**src/include/cpu_macros.svh**
```systemverilog
`ifndef CPU_MACROS_SVH
`define CPU_MACROS_SVH

// Datapath width
`define CPU_XLEN 32

// Register file size and address width
`define CPU_NREG 16
`define CPU_RADDR_W 4

// Instruction memory size and PC width
`define CPU_IMEM_DEPTH 64
`define CPU_PC_W 6

// Branch offset width from the instruction imm field
`define CPU_OFFSET_W 8

// LDI immediate is pad:imm
`define CPU_LDI_IMM_W 12

// ALU shift amount comes from the low bits of operand B
`define CPU_SHAMT_W 5

`endif
```
**src/design/cpu_pkg.sv**
```systemverilog
`include "cpu_macros.svh"

package cpu_pkg;

    // Execute block opcodes
    typedef enum logic [3:0] {
        ALU_LSR    = 4'd0,
        ALU_LSL    = 4'd1,
        ALU_ASR    = 4'd2,
        ALU_PASS_A = 4'd3,
        ALU_UADD   = 4'd4,
        ALU_USUB   = 4'd5,   // rs2 minus rs1
        ALU_AND    = 4'd6,
        ALU_OR     = 4'd7,
        ALU_XOR    = 4'd8,
        ALU_NOR    = 4'd9,
        ALU_GT     = 4'd10,
        ALU_CMP    = 4'd11,
        ALU_ADD    = 4'd12
    } alu_op_e;

    typedef enum logic [3:0] {
        OP_ALU  = 4'd0,
        OP_LDI  = 4'd1,
        OP_BEQ  = 4'd2,
        OP_HALT = 4'd3
    } cpu_op_e;

    typedef struct packed {
        cpu_op_e                            op;
        alu_op_e                            alu_op;
        logic [`CPU_RADDR_W-1:0]            rd;
        logic [`CPU_RADDR_W-1:0]            rs1;
        logic [`CPU_RADDR_W-1:0]            rs2;
        logic [3:0]                         pad;     // Upper LDI immediate bits
        logic signed [`CPU_OFFSET_W-1:0]    imm;
    } instr_t;

    typedef struct packed {
        logic zero;
        logic carry;
        logic ovfl;
    } alu_flags_t;

    typedef struct packed {
        logic                       valid;
        logic [`CPU_RADDR_W-1:0]    rd;
        logic [`CPU_XLEN-1:0]       data;
        alu_flags_t                 flags;
        logic [1:0]                 spare;   // Always zero
    } wb_t;

    typedef enum logic [2:0] {
        ST_IDLE,
        ST_FETCH,
        ST_EXEC,
        ST_WRITE,
        ST_HALT
    } ctrl_state_e;

endpackage

```
**src/design/cpu_top.sv**
```systemverilog
`timescale 1ns/1ps
`include "cpu_macros.svh"

module cpu_top (
    input  logic                    i_clk,
    input  logic                    i_arst_n,
    input  logic                    i_start,
    input  logic                    i_imem_we,
    input  logic [`CPU_PC_W-1:0]    i_imem_addr,
    input  cpu_pkg::instr_t         i_imem_wdata,
    output logic                    o_busy,
    output cpu_pkg::wb_t            o_wb,
    output logic                    o_exception,
    output logic                    o_halted
);
    import cpu_pkg::*;

    instr_t                             instr;
    logic [`CPU_PC_W-1:0]               pc;
    logic [`CPU_RADDR_W-1:0]            raddr_a;
    logic [`CPU_RADDR_W-1:0]            raddr_b;
    logic [`CPU_XLEN-1:0]               rdata_a;
    logic [`CPU_XLEN-1:0]               rdata_b;
    logic                               rf_we;
    logic [`CPU_RADDR_W-1:0]            rf_waddr;
    logic [`CPU_XLEN-1:0]               rf_wdata;
    alu_op_e                            alu_op;
    logic [`CPU_XLEN-1:0]               alu_a;
    logic [`CPU_XLEN-1:0]               alu_b;
    logic [`CPU_XLEN-1:0]               alu_rslt;
    alu_flags_t                         alu_flags;
    logic                               pc_clear;
    logic                               pc_inc;
    logic                               pc_load;
    logic signed [`CPU_OFFSET_W-1:0]    pc_offset;

    cpu_control u_control (
        .i_clk       (i_clk),
        .i_arst_n    (i_arst_n),
        .i_start     (i_start),
        .i_instr     (instr),
        .i_rdata_a   (rdata_a),
        .i_rdata_b   (rdata_b),
        .i_alu_rslt  (alu_rslt),
        .i_alu_flags (alu_flags),
        .i_imem_we   (i_imem_we),
        .o_raddr_a   (raddr_a),
        .o_raddr_b   (raddr_b),
        .o_alu_op    (alu_op),
        .o_alu_a     (alu_a),
        .o_alu_b     (alu_b),
        .o_rf_we     (rf_we),
        .o_rf_waddr  (rf_waddr),
        .o_rf_wdata  (rf_wdata),
        .o_pc_clear  (pc_clear),
        .o_pc_inc    (pc_inc),
        .o_pc_load   (pc_load),
        .o_pc_offset (pc_offset),
        .o_busy      (o_busy),
        .o_wb        (o_wb),
        .o_exception (o_exception),
        .o_halted    (o_halted)
    );

    pc_counter u_pc (
        .i_clk    (i_clk),
        .i_arst_n (i_arst_n),
        .i_clear  (pc_clear),
        .i_inc    (pc_inc),
        .i_load   (pc_load),
        .i_offset (pc_offset),
        .o_pc     (pc)
    );

    instr_mem u_imem (
        .i_clk   (i_clk),
        .i_we    (i_imem_we),
        .i_waddr (i_imem_addr),
        .i_wdata (i_imem_wdata),
        .i_raddr (pc),
        .o_rdata (instr)
    );

    reg_file u_rf (
        .i_clk     (i_clk),
        .i_arst_n  (i_arst_n),
        .i_raddr_a (raddr_a),
        .i_raddr_b (raddr_b),
        .o_rdata_a (rdata_a),
        .o_rdata_b (rdata_b),
        .i_we      (rf_we),
        .i_waddr   (rf_waddr),
        .i_wdata   (rf_wdata)
    );

    alu u_alu (
        .i_op_code (alu_op),
        .i_op_a    (alu_a),
        .i_op_b    (alu_b),
        .o_rslt    (alu_rslt),
        .o_flags   (alu_flags)
    );

endmodule

```
**src/design/cpu_control.sv**
```systemverilog
`timescale 1ns/1ps
`include "cpu_macros.svh"

module cpu_control (
    input  logic                            i_clk,
    input  logic                            i_arst_n,
    input  logic                            i_start,
    input  cpu_pkg::instr_t                 i_instr,
    input  logic [`CPU_XLEN-1:0]            i_rdata_a,
    input  logic [`CPU_XLEN-1:0]            i_rdata_b,
    input  logic [`CPU_XLEN-1:0]            i_alu_rslt,
    input  cpu_pkg::alu_flags_t             i_alu_flags,
    input  logic                            i_imem_we,
    output logic [`CPU_RADDR_W-1:0]         o_raddr_a,
    output logic [`CPU_RADDR_W-1:0]         o_raddr_b,
    output cpu_pkg::alu_op_e                o_alu_op,
    output logic [`CPU_XLEN-1:0]            o_alu_a,
    output logic [`CPU_XLEN-1:0]            o_alu_b,
    output logic                            o_rf_we,
    output logic [`CPU_RADDR_W-1:0]         o_rf_waddr,
    output logic [`CPU_XLEN-1:0]            o_rf_wdata,
    output logic                            o_pc_clear,
    output logic                            o_pc_inc,
    output logic                            o_pc_load,
    output logic signed [`CPU_OFFSET_W-1:0] o_pc_offset,
    output logic                            o_busy,
    output cpu_pkg::wb_t                    o_wb,
    output logic                            o_exception,
    output logic                            o_halted
);
    import cpu_pkg::*;

    ctrl_state_e                    state_q;
    ctrl_state_e                    state_d;
    instr_t                         instr_q;
    logic [`CPU_XLEN-1:0]           rslt_q;
    alu_flags_t                     flags_q;
    logic                           op_writes;
    logic                           op_beq;
    logic signed [`CPU_LDI_IMM_W-1:0] ldi_imm;
    logic                           wb_valid;

    assign op_writes = (instr_q.op == OP_ALU) || (instr_q.op == OP_LDI);
    assign op_beq    = (instr_q.op == OP_BEQ);
    assign ldi_imm   = {instr_q.pad, instr_q.imm};

    assign o_raddr_a = instr_q.rs1;
    assign o_raddr_b = instr_q.rs2;

    // Operand steering
    always_comb begin
        o_alu_op = ALU_PASS_A;
        o_alu_a  = i_rdata_a;
        o_alu_b  = i_rdata_b;
        case (instr_q.op)
            OP_ALU: o_alu_op = instr_q.alu_op;
            OP_LDI: o_alu_a = {{(`CPU_XLEN-`CPU_LDI_IMM_W){ldi_imm[`CPU_LDI_IMM_W-1]}}, ldi_imm};
            OP_BEQ: o_alu_op = ALU_CMP;
            default: o_alu_op = ALU_PASS_A;
        endcase
    end

    always_comb begin
        state_d = state_q;
        case (state_q)
            ST_IDLE, ST_HALT: begin
                if (i_start) begin
                    state_d = ST_FETCH;
                end
            end
            ST_FETCH: state_d = ST_EXEC;
            ST_EXEC:  state_d = (op_writes || op_beq) ? ST_WRITE : ST_HALT;   // Unknown ops halt
            ST_WRITE: state_d = o_exception ? ST_HALT : ST_FETCH;
            default:  state_d = ST_IDLE;
        endcase
    end

    always_ff @(posedge i_clk or negedge i_arst_n) begin
        if (!i_arst_n) begin
            state_q <= ST_IDLE;
            flags_q <= '0;
        end else begin
            state_q <= state_d;
            if (state_q == ST_EXEC) begin
                flags_q <= i_alu_flags;
            end
        end
    end

    always_ff @(posedge i_clk) begin
        if (state_q == ST_FETCH) begin
            instr_q <= i_instr;
        end
        if (state_q == ST_EXEC) begin
            rslt_q <= i_alu_rslt;
        end
    end

    assign o_exception = (state_q == ST_WRITE) && (instr_q.op == OP_ALU) && flags_q.ovfl;
    assign wb_valid    = (state_q == ST_WRITE) && op_writes && !o_exception;

    assign o_rf_we    = wb_valid;
    assign o_rf_waddr = instr_q.rd;
    assign o_rf_wdata = rslt_q;

    assign o_pc_clear  = i_start && ((state_q == ST_IDLE) || (state_q == ST_HALT));
    assign o_pc_load   = (state_q == ST_WRITE) && op_beq && rslt_q[0];   // Taken BEQ
    assign o_pc_inc    = (state_q == ST_WRITE) && !o_pc_load;
    assign o_pc_offset = instr_q.imm;

    assign o_busy   = (state_q == ST_FETCH) || (state_q == ST_EXEC) || (state_q == ST_WRITE);
    assign o_halted = (state_q == ST_HALT);

    assign o_wb.valid = wb_valid;
    assign o_wb.rd    = instr_q.rd;
    assign o_wb.data  = rslt_q;
    assign o_wb.flags = flags_q;
    assign o_wb.spare = '0;

    a_no_load_busy: assert property (
        @(posedge i_clk) disable iff (!i_arst_n)
        o_busy |-> !i_imem_we
    );

    // Exception needs the ALU overflow seen in EXEC
    a_exc_from_ovfl: assert property (
        @(posedge i_clk) disable iff (!i_arst_n)
        o_exception |-> $past(i_alu_flags.ovfl)
    );

    // Overflowing ADD never commits
    a_ovfl_no_wb: assert property (
        @(posedge i_clk) disable iff (!i_arst_n)
        (state_q == ST_EXEC) && (instr_q.op == OP_ALU) && i_alu_flags.ovfl |=> !o_wb.valid
    );

endmodule

```
**src/design/instr_mem.sv**
```systemverilog
`timescale 1ns/1ps
`include "cpu_macros.svh"

module instr_mem (
    input  logic                    i_clk,
    input  logic                    i_we,
    input  logic [`CPU_PC_W-1:0]    i_waddr,
    input  cpu_pkg::instr_t         i_wdata,
    input  logic [`CPU_PC_W-1:0]    i_raddr,
    output cpu_pkg::instr_t         o_rdata
);
    import cpu_pkg::*;

    instr_t mem [`CPU_IMEM_DEPTH];

    always_ff @(posedge i_clk) begin
        if (i_we) begin
            mem[i_waddr] <= i_wdata;
        end
    end

    assign o_rdata = mem[i_raddr];   // Async read at the PC

endmodule

```
**src/design/pc_counter.sv**
```systemverilog
`timescale 1ns/1ps
`include "cpu_macros.svh"

module pc_counter (
    input  logic                            i_clk,
    input  logic                            i_arst_n,
    input  logic                            i_clear,
    input  logic                            i_inc,
    input  logic                            i_load,
    input  logic signed [`CPU_OFFSET_W-1:0] i_offset,
    output logic [`CPU_PC_W-1:0]            o_pc
);

    logic [`CPU_PC_W-1:0] pc_q;
    logic [`CPU_PC_W-1:0] offset_trunc;

    assign offset_trunc = i_offset[`CPU_PC_W-1:0];   // Wraps modulo depth

    always_ff @(posedge i_clk or negedge i_arst_n) begin
        if (!i_arst_n) begin
            pc_q <= '0;
        end else if (i_clear) begin
            pc_q <= '0;
        end else if (i_load) begin
            pc_q <= pc_q + 1'b1 + offset_trunc;
        end else if (i_inc) begin
            pc_q <= pc_q + 1'b1;
        end
    end

    assign o_pc = pc_q;

    a_inc_load_excl: assert property (
        @(posedge i_clk) disable iff (!i_arst_n)
        !(i_inc && i_load)
    );

endmodule

```
**src/design/reg_file.sv**
```systemverilog
`timescale 1ns/1ps
`include "cpu_macros.svh"

module reg_file (
    input  logic                        i_clk,
    input  logic                        i_arst_n,
    input  logic [`CPU_RADDR_W-1:0]     i_raddr_a,
    input  logic [`CPU_RADDR_W-1:0]     i_raddr_b,
    output logic [`CPU_XLEN-1:0]        o_rdata_a,
    output logic [`CPU_XLEN-1:0]        o_rdata_b,
    input  logic                        i_we,
    input  logic [`CPU_RADDR_W-1:0]     i_waddr,
    input  logic [`CPU_XLEN-1:0]        i_wdata
);

    logic [`CPU_XLEN-1:0] regs [`CPU_NREG];

    always_ff @(posedge i_clk or negedge i_arst_n) begin
        if (!i_arst_n) begin
            for (int i = 0; i < `CPU_NREG; i++) begin
                regs[i] <= '0;
            end
        end else if (i_we && (i_waddr != '0)) begin   // r0 is read-only
            regs[i_waddr] <= i_wdata;
        end
    end

    assign o_rdata_a = (i_raddr_a == '0) ? '0 : regs[i_raddr_a];
    assign o_rdata_b = (i_raddr_b == '0) ? '0 : regs[i_raddr_b];

    a_waddr_known: assert property (
        @(posedge i_clk) disable iff (!i_arst_n)
        i_we |-> !$isunknown(i_waddr)
    );

endmodule

```
**src/design/alu.sv**
```systemverilog
`timescale 1ns/1ps
`include "cpu_macros.svh"

module alu (
    input  cpu_pkg::alu_op_e        i_op_code,
    input  logic [`CPU_XLEN-1:0]    i_op_a,
    input  logic [`CPU_XLEN-1:0]    i_op_b,
    output logic [`CPU_XLEN-1:0]    o_rslt,
    output cpu_pkg::alu_flags_t     o_flags
);
    import cpu_pkg::*;

    logic [`CPU_XLEN:0]         rslt_ext;   // Top bit is the carry
    logic                       ovfl;
    logic [`CPU_SHAMT_W-1:0]    shamt;

    assign shamt = i_op_b[`CPU_SHAMT_W-1:0];

    always_comb begin
        rslt_ext = '0;
        ovfl     = 1'b0;
        case (i_op_code)
            ALU_LSR: begin
                rslt_ext = {1'b0, i_op_a >> shamt};
            end
            ALU_LSL: begin
                rslt_ext = {1'b0, i_op_a} << shamt;   // Last bit out lands in carry
            end
            ALU_ASR: begin
                rslt_ext = $signed({i_op_a[`CPU_XLEN-1], i_op_a}) >>> shamt;
            end
            ALU_PASS_A: begin
                rslt_ext = {1'b0, i_op_a};
            end
            ALU_UADD: begin
                rslt_ext = {1'b0, i_op_a} + {1'b0, i_op_b};
            end
            ALU_USUB: begin
                rslt_ext = {1'b0, i_op_b} - {1'b0, i_op_a};   // Carry is the borrow
            end
            ALU_AND: begin
                rslt_ext = {1'b0, i_op_a & i_op_b};
            end
            ALU_OR: begin
                rslt_ext = {1'b0, i_op_a | i_op_b};
            end
            ALU_XOR: begin
                rslt_ext = {1'b0, i_op_a ^ i_op_b};
            end
            ALU_NOR: begin
                rslt_ext = ~({1'b0, i_op_a} | {1'b0, i_op_b});   // Carry always set
            end
            ALU_GT: begin
                rslt_ext = {{`CPU_XLEN{1'b0}}, $signed(i_op_a) > $signed(i_op_b)};
            end
            ALU_CMP: begin
                rslt_ext = {{`CPU_XLEN{1'b0}}, i_op_a == i_op_b};
            end
            ALU_ADD: begin
                rslt_ext = {i_op_a[`CPU_XLEN-1], i_op_a} + {i_op_b[`CPU_XLEN-1], i_op_b};
                // Operand signs agree but result sign differs
                ovfl = (i_op_a[`CPU_XLEN-1] == i_op_b[`CPU_XLEN-1]) &&
                       (rslt_ext[`CPU_XLEN-1] != i_op_a[`CPU_XLEN-1]);
            end
            default: begin
                rslt_ext = '0;   // Unused codes
            end
        endcase
    end

    assign o_rslt        = rslt_ext[`CPU_XLEN-1:0];
    assign o_flags.zero  = (o_rslt == '0);
    assign o_flags.carry = rslt_ext[`CPU_XLEN];
    assign o_flags.ovfl  = ovfl;

endmodule

```
**config.mk**
```make
export PLATFORM = sky130hd
export DESIGN_NAME = cpu_top
export DESIGN_NICKNAME = d
export VERILOG_FILES = /design/src/design/cpu_pkg.sv /design/src/design/cpu_top.sv /design/src/design/cpu_control.sv /design/src/design/instr_mem.sv /design/src/design/pc_counter.sv /design/src/design/reg_file.sv /design/src/design/alu.sv
export VERILOG_INCLUDE_DIRS = /design/src /design/src/include
export SDC_FILE = /design/constraint.sdc
export NUM_CORES = 2
export LEC_CHECK = 0
export BUFFER_PORTS_ARGS = -buffer_cell sky130_fd_sc_hd__buf_2
export CAP_MARGIN = 40
export CELL_PAD_IN_SITES_DETAIL_PLACEMENT = 0
export CELL_PAD_IN_SITES_GLOBAL_PLACEMENT = 1
export CORE_MARGIN = 2
export CORE_UTILIZATION = 55
export CTS_CLUSTER_DIAMETER = 50
export DETAILED_ROUTE_END_ITERATION = 7
export PLACE_DENSITY_LB_ADDON = 0.1
export SLEW_MARGIN = 20
export SYNTH_ARGS = -nofsm -noshare
export SYNTH_HDL_FRONTEND = slang
export SYNTH_HIERARCHICAL = 1
export SYNTH_SLANG_ARGS = --single-unit
```
**constraint.sdc**
```tcl
create_clock -name i_clk -period 15.9 [get_ports i_clk]
set_clock_uncertainty 0.1 [all_clocks]
set_input_delay 2.385 -clock i_clk [delete_from_list [all_inputs] [get_ports i_clk]]
set_output_delay 2.385 -clock i_clk [all_outputs]
set_load 0.01 [all_outputs]
```
-- Word level (Yosys, flattened, before mapping)
Memories as Yosys holds them, arrays and structs flattened. A register that Yosys moved wholly into a read port is not among the register bits.
Index checks and enable logic that the tools add are counted.
- add/subtract/negate cells: 5
- $lt $le $gt $ge: 5
- equality and inequality tests: 22
- shift operators: 3
- mux-type cells: 24
- bitwise logic cells: 8
- reductions and logical operators: 27
- operator list (operator ; count):
    512-bit bitwise mux ; 1
    33-bit case mux with 13 select lines ; 1
    32-bit binary-select mux with 4-bit select ; 2
    32-bit two-way mux ; 8
    32-bit demux with 4-bit select ; 1
    32-bit by 32-bit adder with 33-bit output ; 2
    32-bit OR ; 2
    33-bit inverter ; 1
    32-bit by 5-bit left shift with 33-bit output ; 1
    32-bit by 5-bit >>> shifter with 33-bit output ; 1
    32-bit by 32-bit subtractor with 33-bit output ; 1
    32-bit bitwise AND ; 1
    32-bit equality test ; 1
    32-bit greater-than comparator ; 1
    32-bit zero test ; 1
    32-bit by 5-bit >> shifter with 32-bit output ; 1
    32-bit bitwise XOR ; 1
    4-bit equality test (second input constant) ; 5
    6-bit two-way mux ; 3
    4-bit by 3-bit equality test with 1-bit output (second input constant) ; 4
    4-bit zero test ; 4
    5-bit greater-or-equal comparator (second input constant) ; 3
    4-bit inverter with 5-bit output ; 3
    4-bit by 2-bit equality test with 1-bit output (second input constant) ; 3
    21 further kinds ; 42
- register bits after elaboration: 556
- memory bits (writable): 2048
- bits of input ports: 42
- output and inout port bits: 45
- logic and storage cells: 117
- memories: 1
- memory list (name ; depth ; bits a word ; read ports ; clocked after Yosys merged registers in ; write ports ; line ; source):
    u_imem.mem ; 64 ; 32 ; 1 ; 1 ; 1 ; instr_mem.sv:14 ; instr_t mem [`CPU_IMEM_DEPTH];

-- Depth between registers and ports, before layout
- word-level depth: 10
- depth in mapped cells: 31
- mapped depth without buffers: 26

-- By module
The synthesis kept the hierarchy.
- modules (own cells, without submodules) (module ; instances ; cells an instance ; area an instance (µm²) ; sequential area each (µm²)):
    instr_mem ; 1 ; 3292 ; 77874.7 ; 61499.0
    reg_file ; 1 ; 1820 ; 25730.9 ; 12011.5
    alu ; 1 ; 1620 ; 11493.5 ; 0.0
    cpu_control ; 1 ; 256 ; 3382.0 ; 2072.0
    pc_counter ; 1 ; 67 ; 601.8 ; 150.1

-- Worst setup path after synthesis
OpenSTA, ideal clock, no wires.
- kind: reg-to-reg
- start point: register, netlist name u_control/instr_q[29]
- end point: register u_control.flags_q, in the netlist u_control/o_wb[4]
- library setup time: 0.071 ns
- data arrival time: 6.671 ns
- required time: 15.729 ns
- slack: 9.058 ns
- cell stages (with the launch flop): 27
- path buffers: 7
- period minus slack after synthesis: 6.842 ns
- cells stage by stage: edfxtp_1 -> buf_6 -> nor4_1 -> and2_1 -> clkbuf_1 -> clkbuf_1 -> nor3b_1 -> clkbuf_1 -> clkbuf_1 -> clkbuf_1 -> nand2_1 -> clkbuf_1 -> nor2_1 -> a21oi_1 -> fa_1 -> a211oi_1 -> o31ai_1 -> xnor2_1 -> o221ai_1 -> a211o_1 -> or4_1 -> or4_1 -> nor4_1 -> nand3_1 -> nor4_1 -> nor4b_2 -> mux2_2
- RTL lines (item ; line ; source):
    end signal, assigned ; cpu_control.sv:85 ; flags_q <= i_alu_flags;
    end, declared ; cpu_control.sv:37 ; alu_flags_t flags_q;

==> impl_metrics.env <==
export IMPL_max_stage_delay_ns=0.63
export IMPL_start_util_pct=55.4
export IMPL_cts_buffer_depth=4
export IMPL_wl_per_cell_um=35.5
export IMPL_tns_ns=0
export IMPL_hold_class="flop to flop"
export IMPL_status="complete, no violations"
export IMPL_max_cap_viol_count=0
export IMPL_p_per_area_nw_per_um2=166
export IMPL_ant_nets=0
export IMPL_design_die_area_um2=220000
export IMPL_period_minus_slack_ns=9.02
export IMPL_end_kind="flop"
export IMPL_path_class="flop to flop"
export IMPL_grt_util_all_layers_pct=32.7
export IMPL_grt_pass1_vias=69357
export IMPL_rows=170
export IMPL_core_area_um2=215000
export IMPL_syn_inst=7053
export IMPL_ios=87
export IMPL_die_x_um=469
export IMPL_portBuffers=84
export IMPL_syn_area_per_cell_um2=16.9
export IMPL_h_tree_depth=5
export IMPL_fmax_mhz=111
export IMPL_cts_tree="yes"
export IMPL_route_vias_total=69150
export IMPL_postCtsSetupRepairBufs=0
export IMPL_hold_buffers=0
export IMPL_clock_latency_ns=0.97
export IMPL_area_growth_synth_to_final_pct=11.4
export IMPL_fill_cells=15479
export IMPL_drive_above_1_share_pct=30.3
export IMPL_worstPathArrival_ns=9.72
export IMPL_final_cell_mix="edfxtp_1, mux4_2, mux2_2"
export IMPL_crit_fanout=81
export IMPL_slew_headroom_pct=29.9
export IMPL_period_share_pct=56.8
export IMPL_antenna_found_initial=15
export IMPL_vias_per_cell=6.79
export IMPL_worstMarginPinSlew_ns=1.05
export IMPL_power_total_mw=22.0
export IMPL_multi_input_area_um2=40500
export IMPL_cts_made_buffers=300
export IMPL_slew_violations=0
export IMPL_grt_overflow=0
export IMPL_die_h_um=469
export IMPL_grt_start_max_net_pins=172
export IMPL_nets=7299
export IMPL_drt_iter0_drc=8045
export IMPL_drc_errors=0
export IMPL_ctsResizeCount=0
export IMPL_cp_common_cell="a21oi_1"
export IMPL_crit_required_ns=16.59
export IMPL_hpwlAfterDp_um=219000
export IMPL_cp_slowest_cell="nor4_1"
export IMPL_final_common_cell="edfxtp_1"
export IMPL_cts_sinks=2604
export IMPL_cts_root_buf="clkbuf_16"
export IMPL_yosys_warnings=6
export IMPL_p_leak_nw=46.4
export IMPL_syn_area_um2=119000
export IMPL_finalSetupViolCount=0
export IMPL_hold_viol=0
export IMPL_place_congestion=0.970
export IMPL_drtPass1Iterations=8
export IMPL_seq_area_um2=75700
export IMPL_rsz0062_at_grt="no"
export IMPL_grt_pass1_wl_um=515000
export IMPL_cp_start_kind="flop"
export IMPL_wl_um=361000
export IMPL_ir_drop_mv=0.144
export IMPL_clk_pin_slew_ns=0.05
==> power breakdown <==
group	total [mW]	internal, mW	leakage (nW)	switching [mW]
Sequential	7.96	7.65	25.9	0.317
Combinational	7.46	2.73	16.0	4.73
Clock	6.54	3.81	4.51	2.72
Total	22.0	14.2	46.4	7.76
==> metal layers <==
metal | track usage [%] | vias to the layer above | wire, um | part of all wire, %
li1 | - | 28557 | - | -
met1 | 44.3 | 36580 | 140000 | 39
met2 | 53.4 | 3321 | 177000 | 49
met3 | 4.48 | 688 | 25900 | 7.2
met4 | 14.5 | 4 | 17900 | 5.0
met5 | 0 | - | 31 | 0.0086
==> final timing paths <==
check,start,endpoint,slack [ns],cells after the start
min in group asynchronous,i_arst_n,u_rf/regs[410]$_DFFE_PN0P_,1.39,1
hold / removal,u_control/o_wb[4]$_DFFE_PN0N_,u_control/o_wb[4]$_DFFE_PN0N_,0.41,1
hold reg to reg,u_control/o_wb[4]$_DFFE_PN0N_,u_control/o_wb[4]$_DFFE_PN0N_,0.41,1
setup / recovery,u_control/o_raddr_a[0]$_DFFE_PP_,u_control/o_wb[4]$_DFFE_PN0N_,6.88,27
max in group asynchronous,i_arst_n,u_rf/regs[6]$_DFFE_PN0P_,11.98,4
setup reg to reg,u_control/o_raddr_a[0]$_DFFE_PP_,u_control/o_wb[4]$_DFFE_PN0N_,6.88,27
==> flip-flops by register name, indices dropped and copies added (netlist names) <==
signal / count
u_control/o_rf_waddr: 4
u_control/o_pc_offset: 8
u_rf/regs: 480
u_imem/mem: 2048
u_pc/o_pc: 6
u_control/o_rf_wdata: 32
u_control/o_raddr_a: 4
u_control/state_q: 3
u_control/o_wb: 3
u_control/instr_q: 12
u_control/o_raddr_b: 4
==> through the flow <==
stage          hold WS [ns]  cells  utilization [%]  worst slack (ns)  cell area, um^2
6_report              0.407  10179             61.7              6.88           133000
5_1_grt               0.433  10176             61.7              6.27           133000
4_1_cts               0.416  10163             61.6              6.91           132000
3_5_place_dp          0.402   9645             57.3              7.04           123000
3_3_place_gp          0.398   9602             57.0              6.73           123000
2_1_floorplan         0.377   7054                -              9.06           119000
==> worst max-delay path, delay by kind of cell (launching register included) <==
family	cells	cell delay [ns]
and+or+nand+nor	11	3.42
AOI/OAI and AO/OA	9	2.29
buffers and inverters	3	1.40
muxes	2	0.64
adders and majority gates	1	0.43
DFF	1	0.32
xor gates and xnor gates	1	0.16
==> layout make-up <==
| cell class | count | area share, % |
|---|---|---|
| repair buffers | 374 | 2.41 |
| inverters | 106 | 0.300 |
| clock inverters | 152 | 0.990 |
| well taps | 2838 | 2.68 |
| multi-input cells | 3733 | 30.5 |
| diodes | 6 | 0.0113 |
| clock buffers | 366 | 6.00 |
| flip-flops and latches | 2604 | 57.1 |
(Power assumes the default switching activity.)
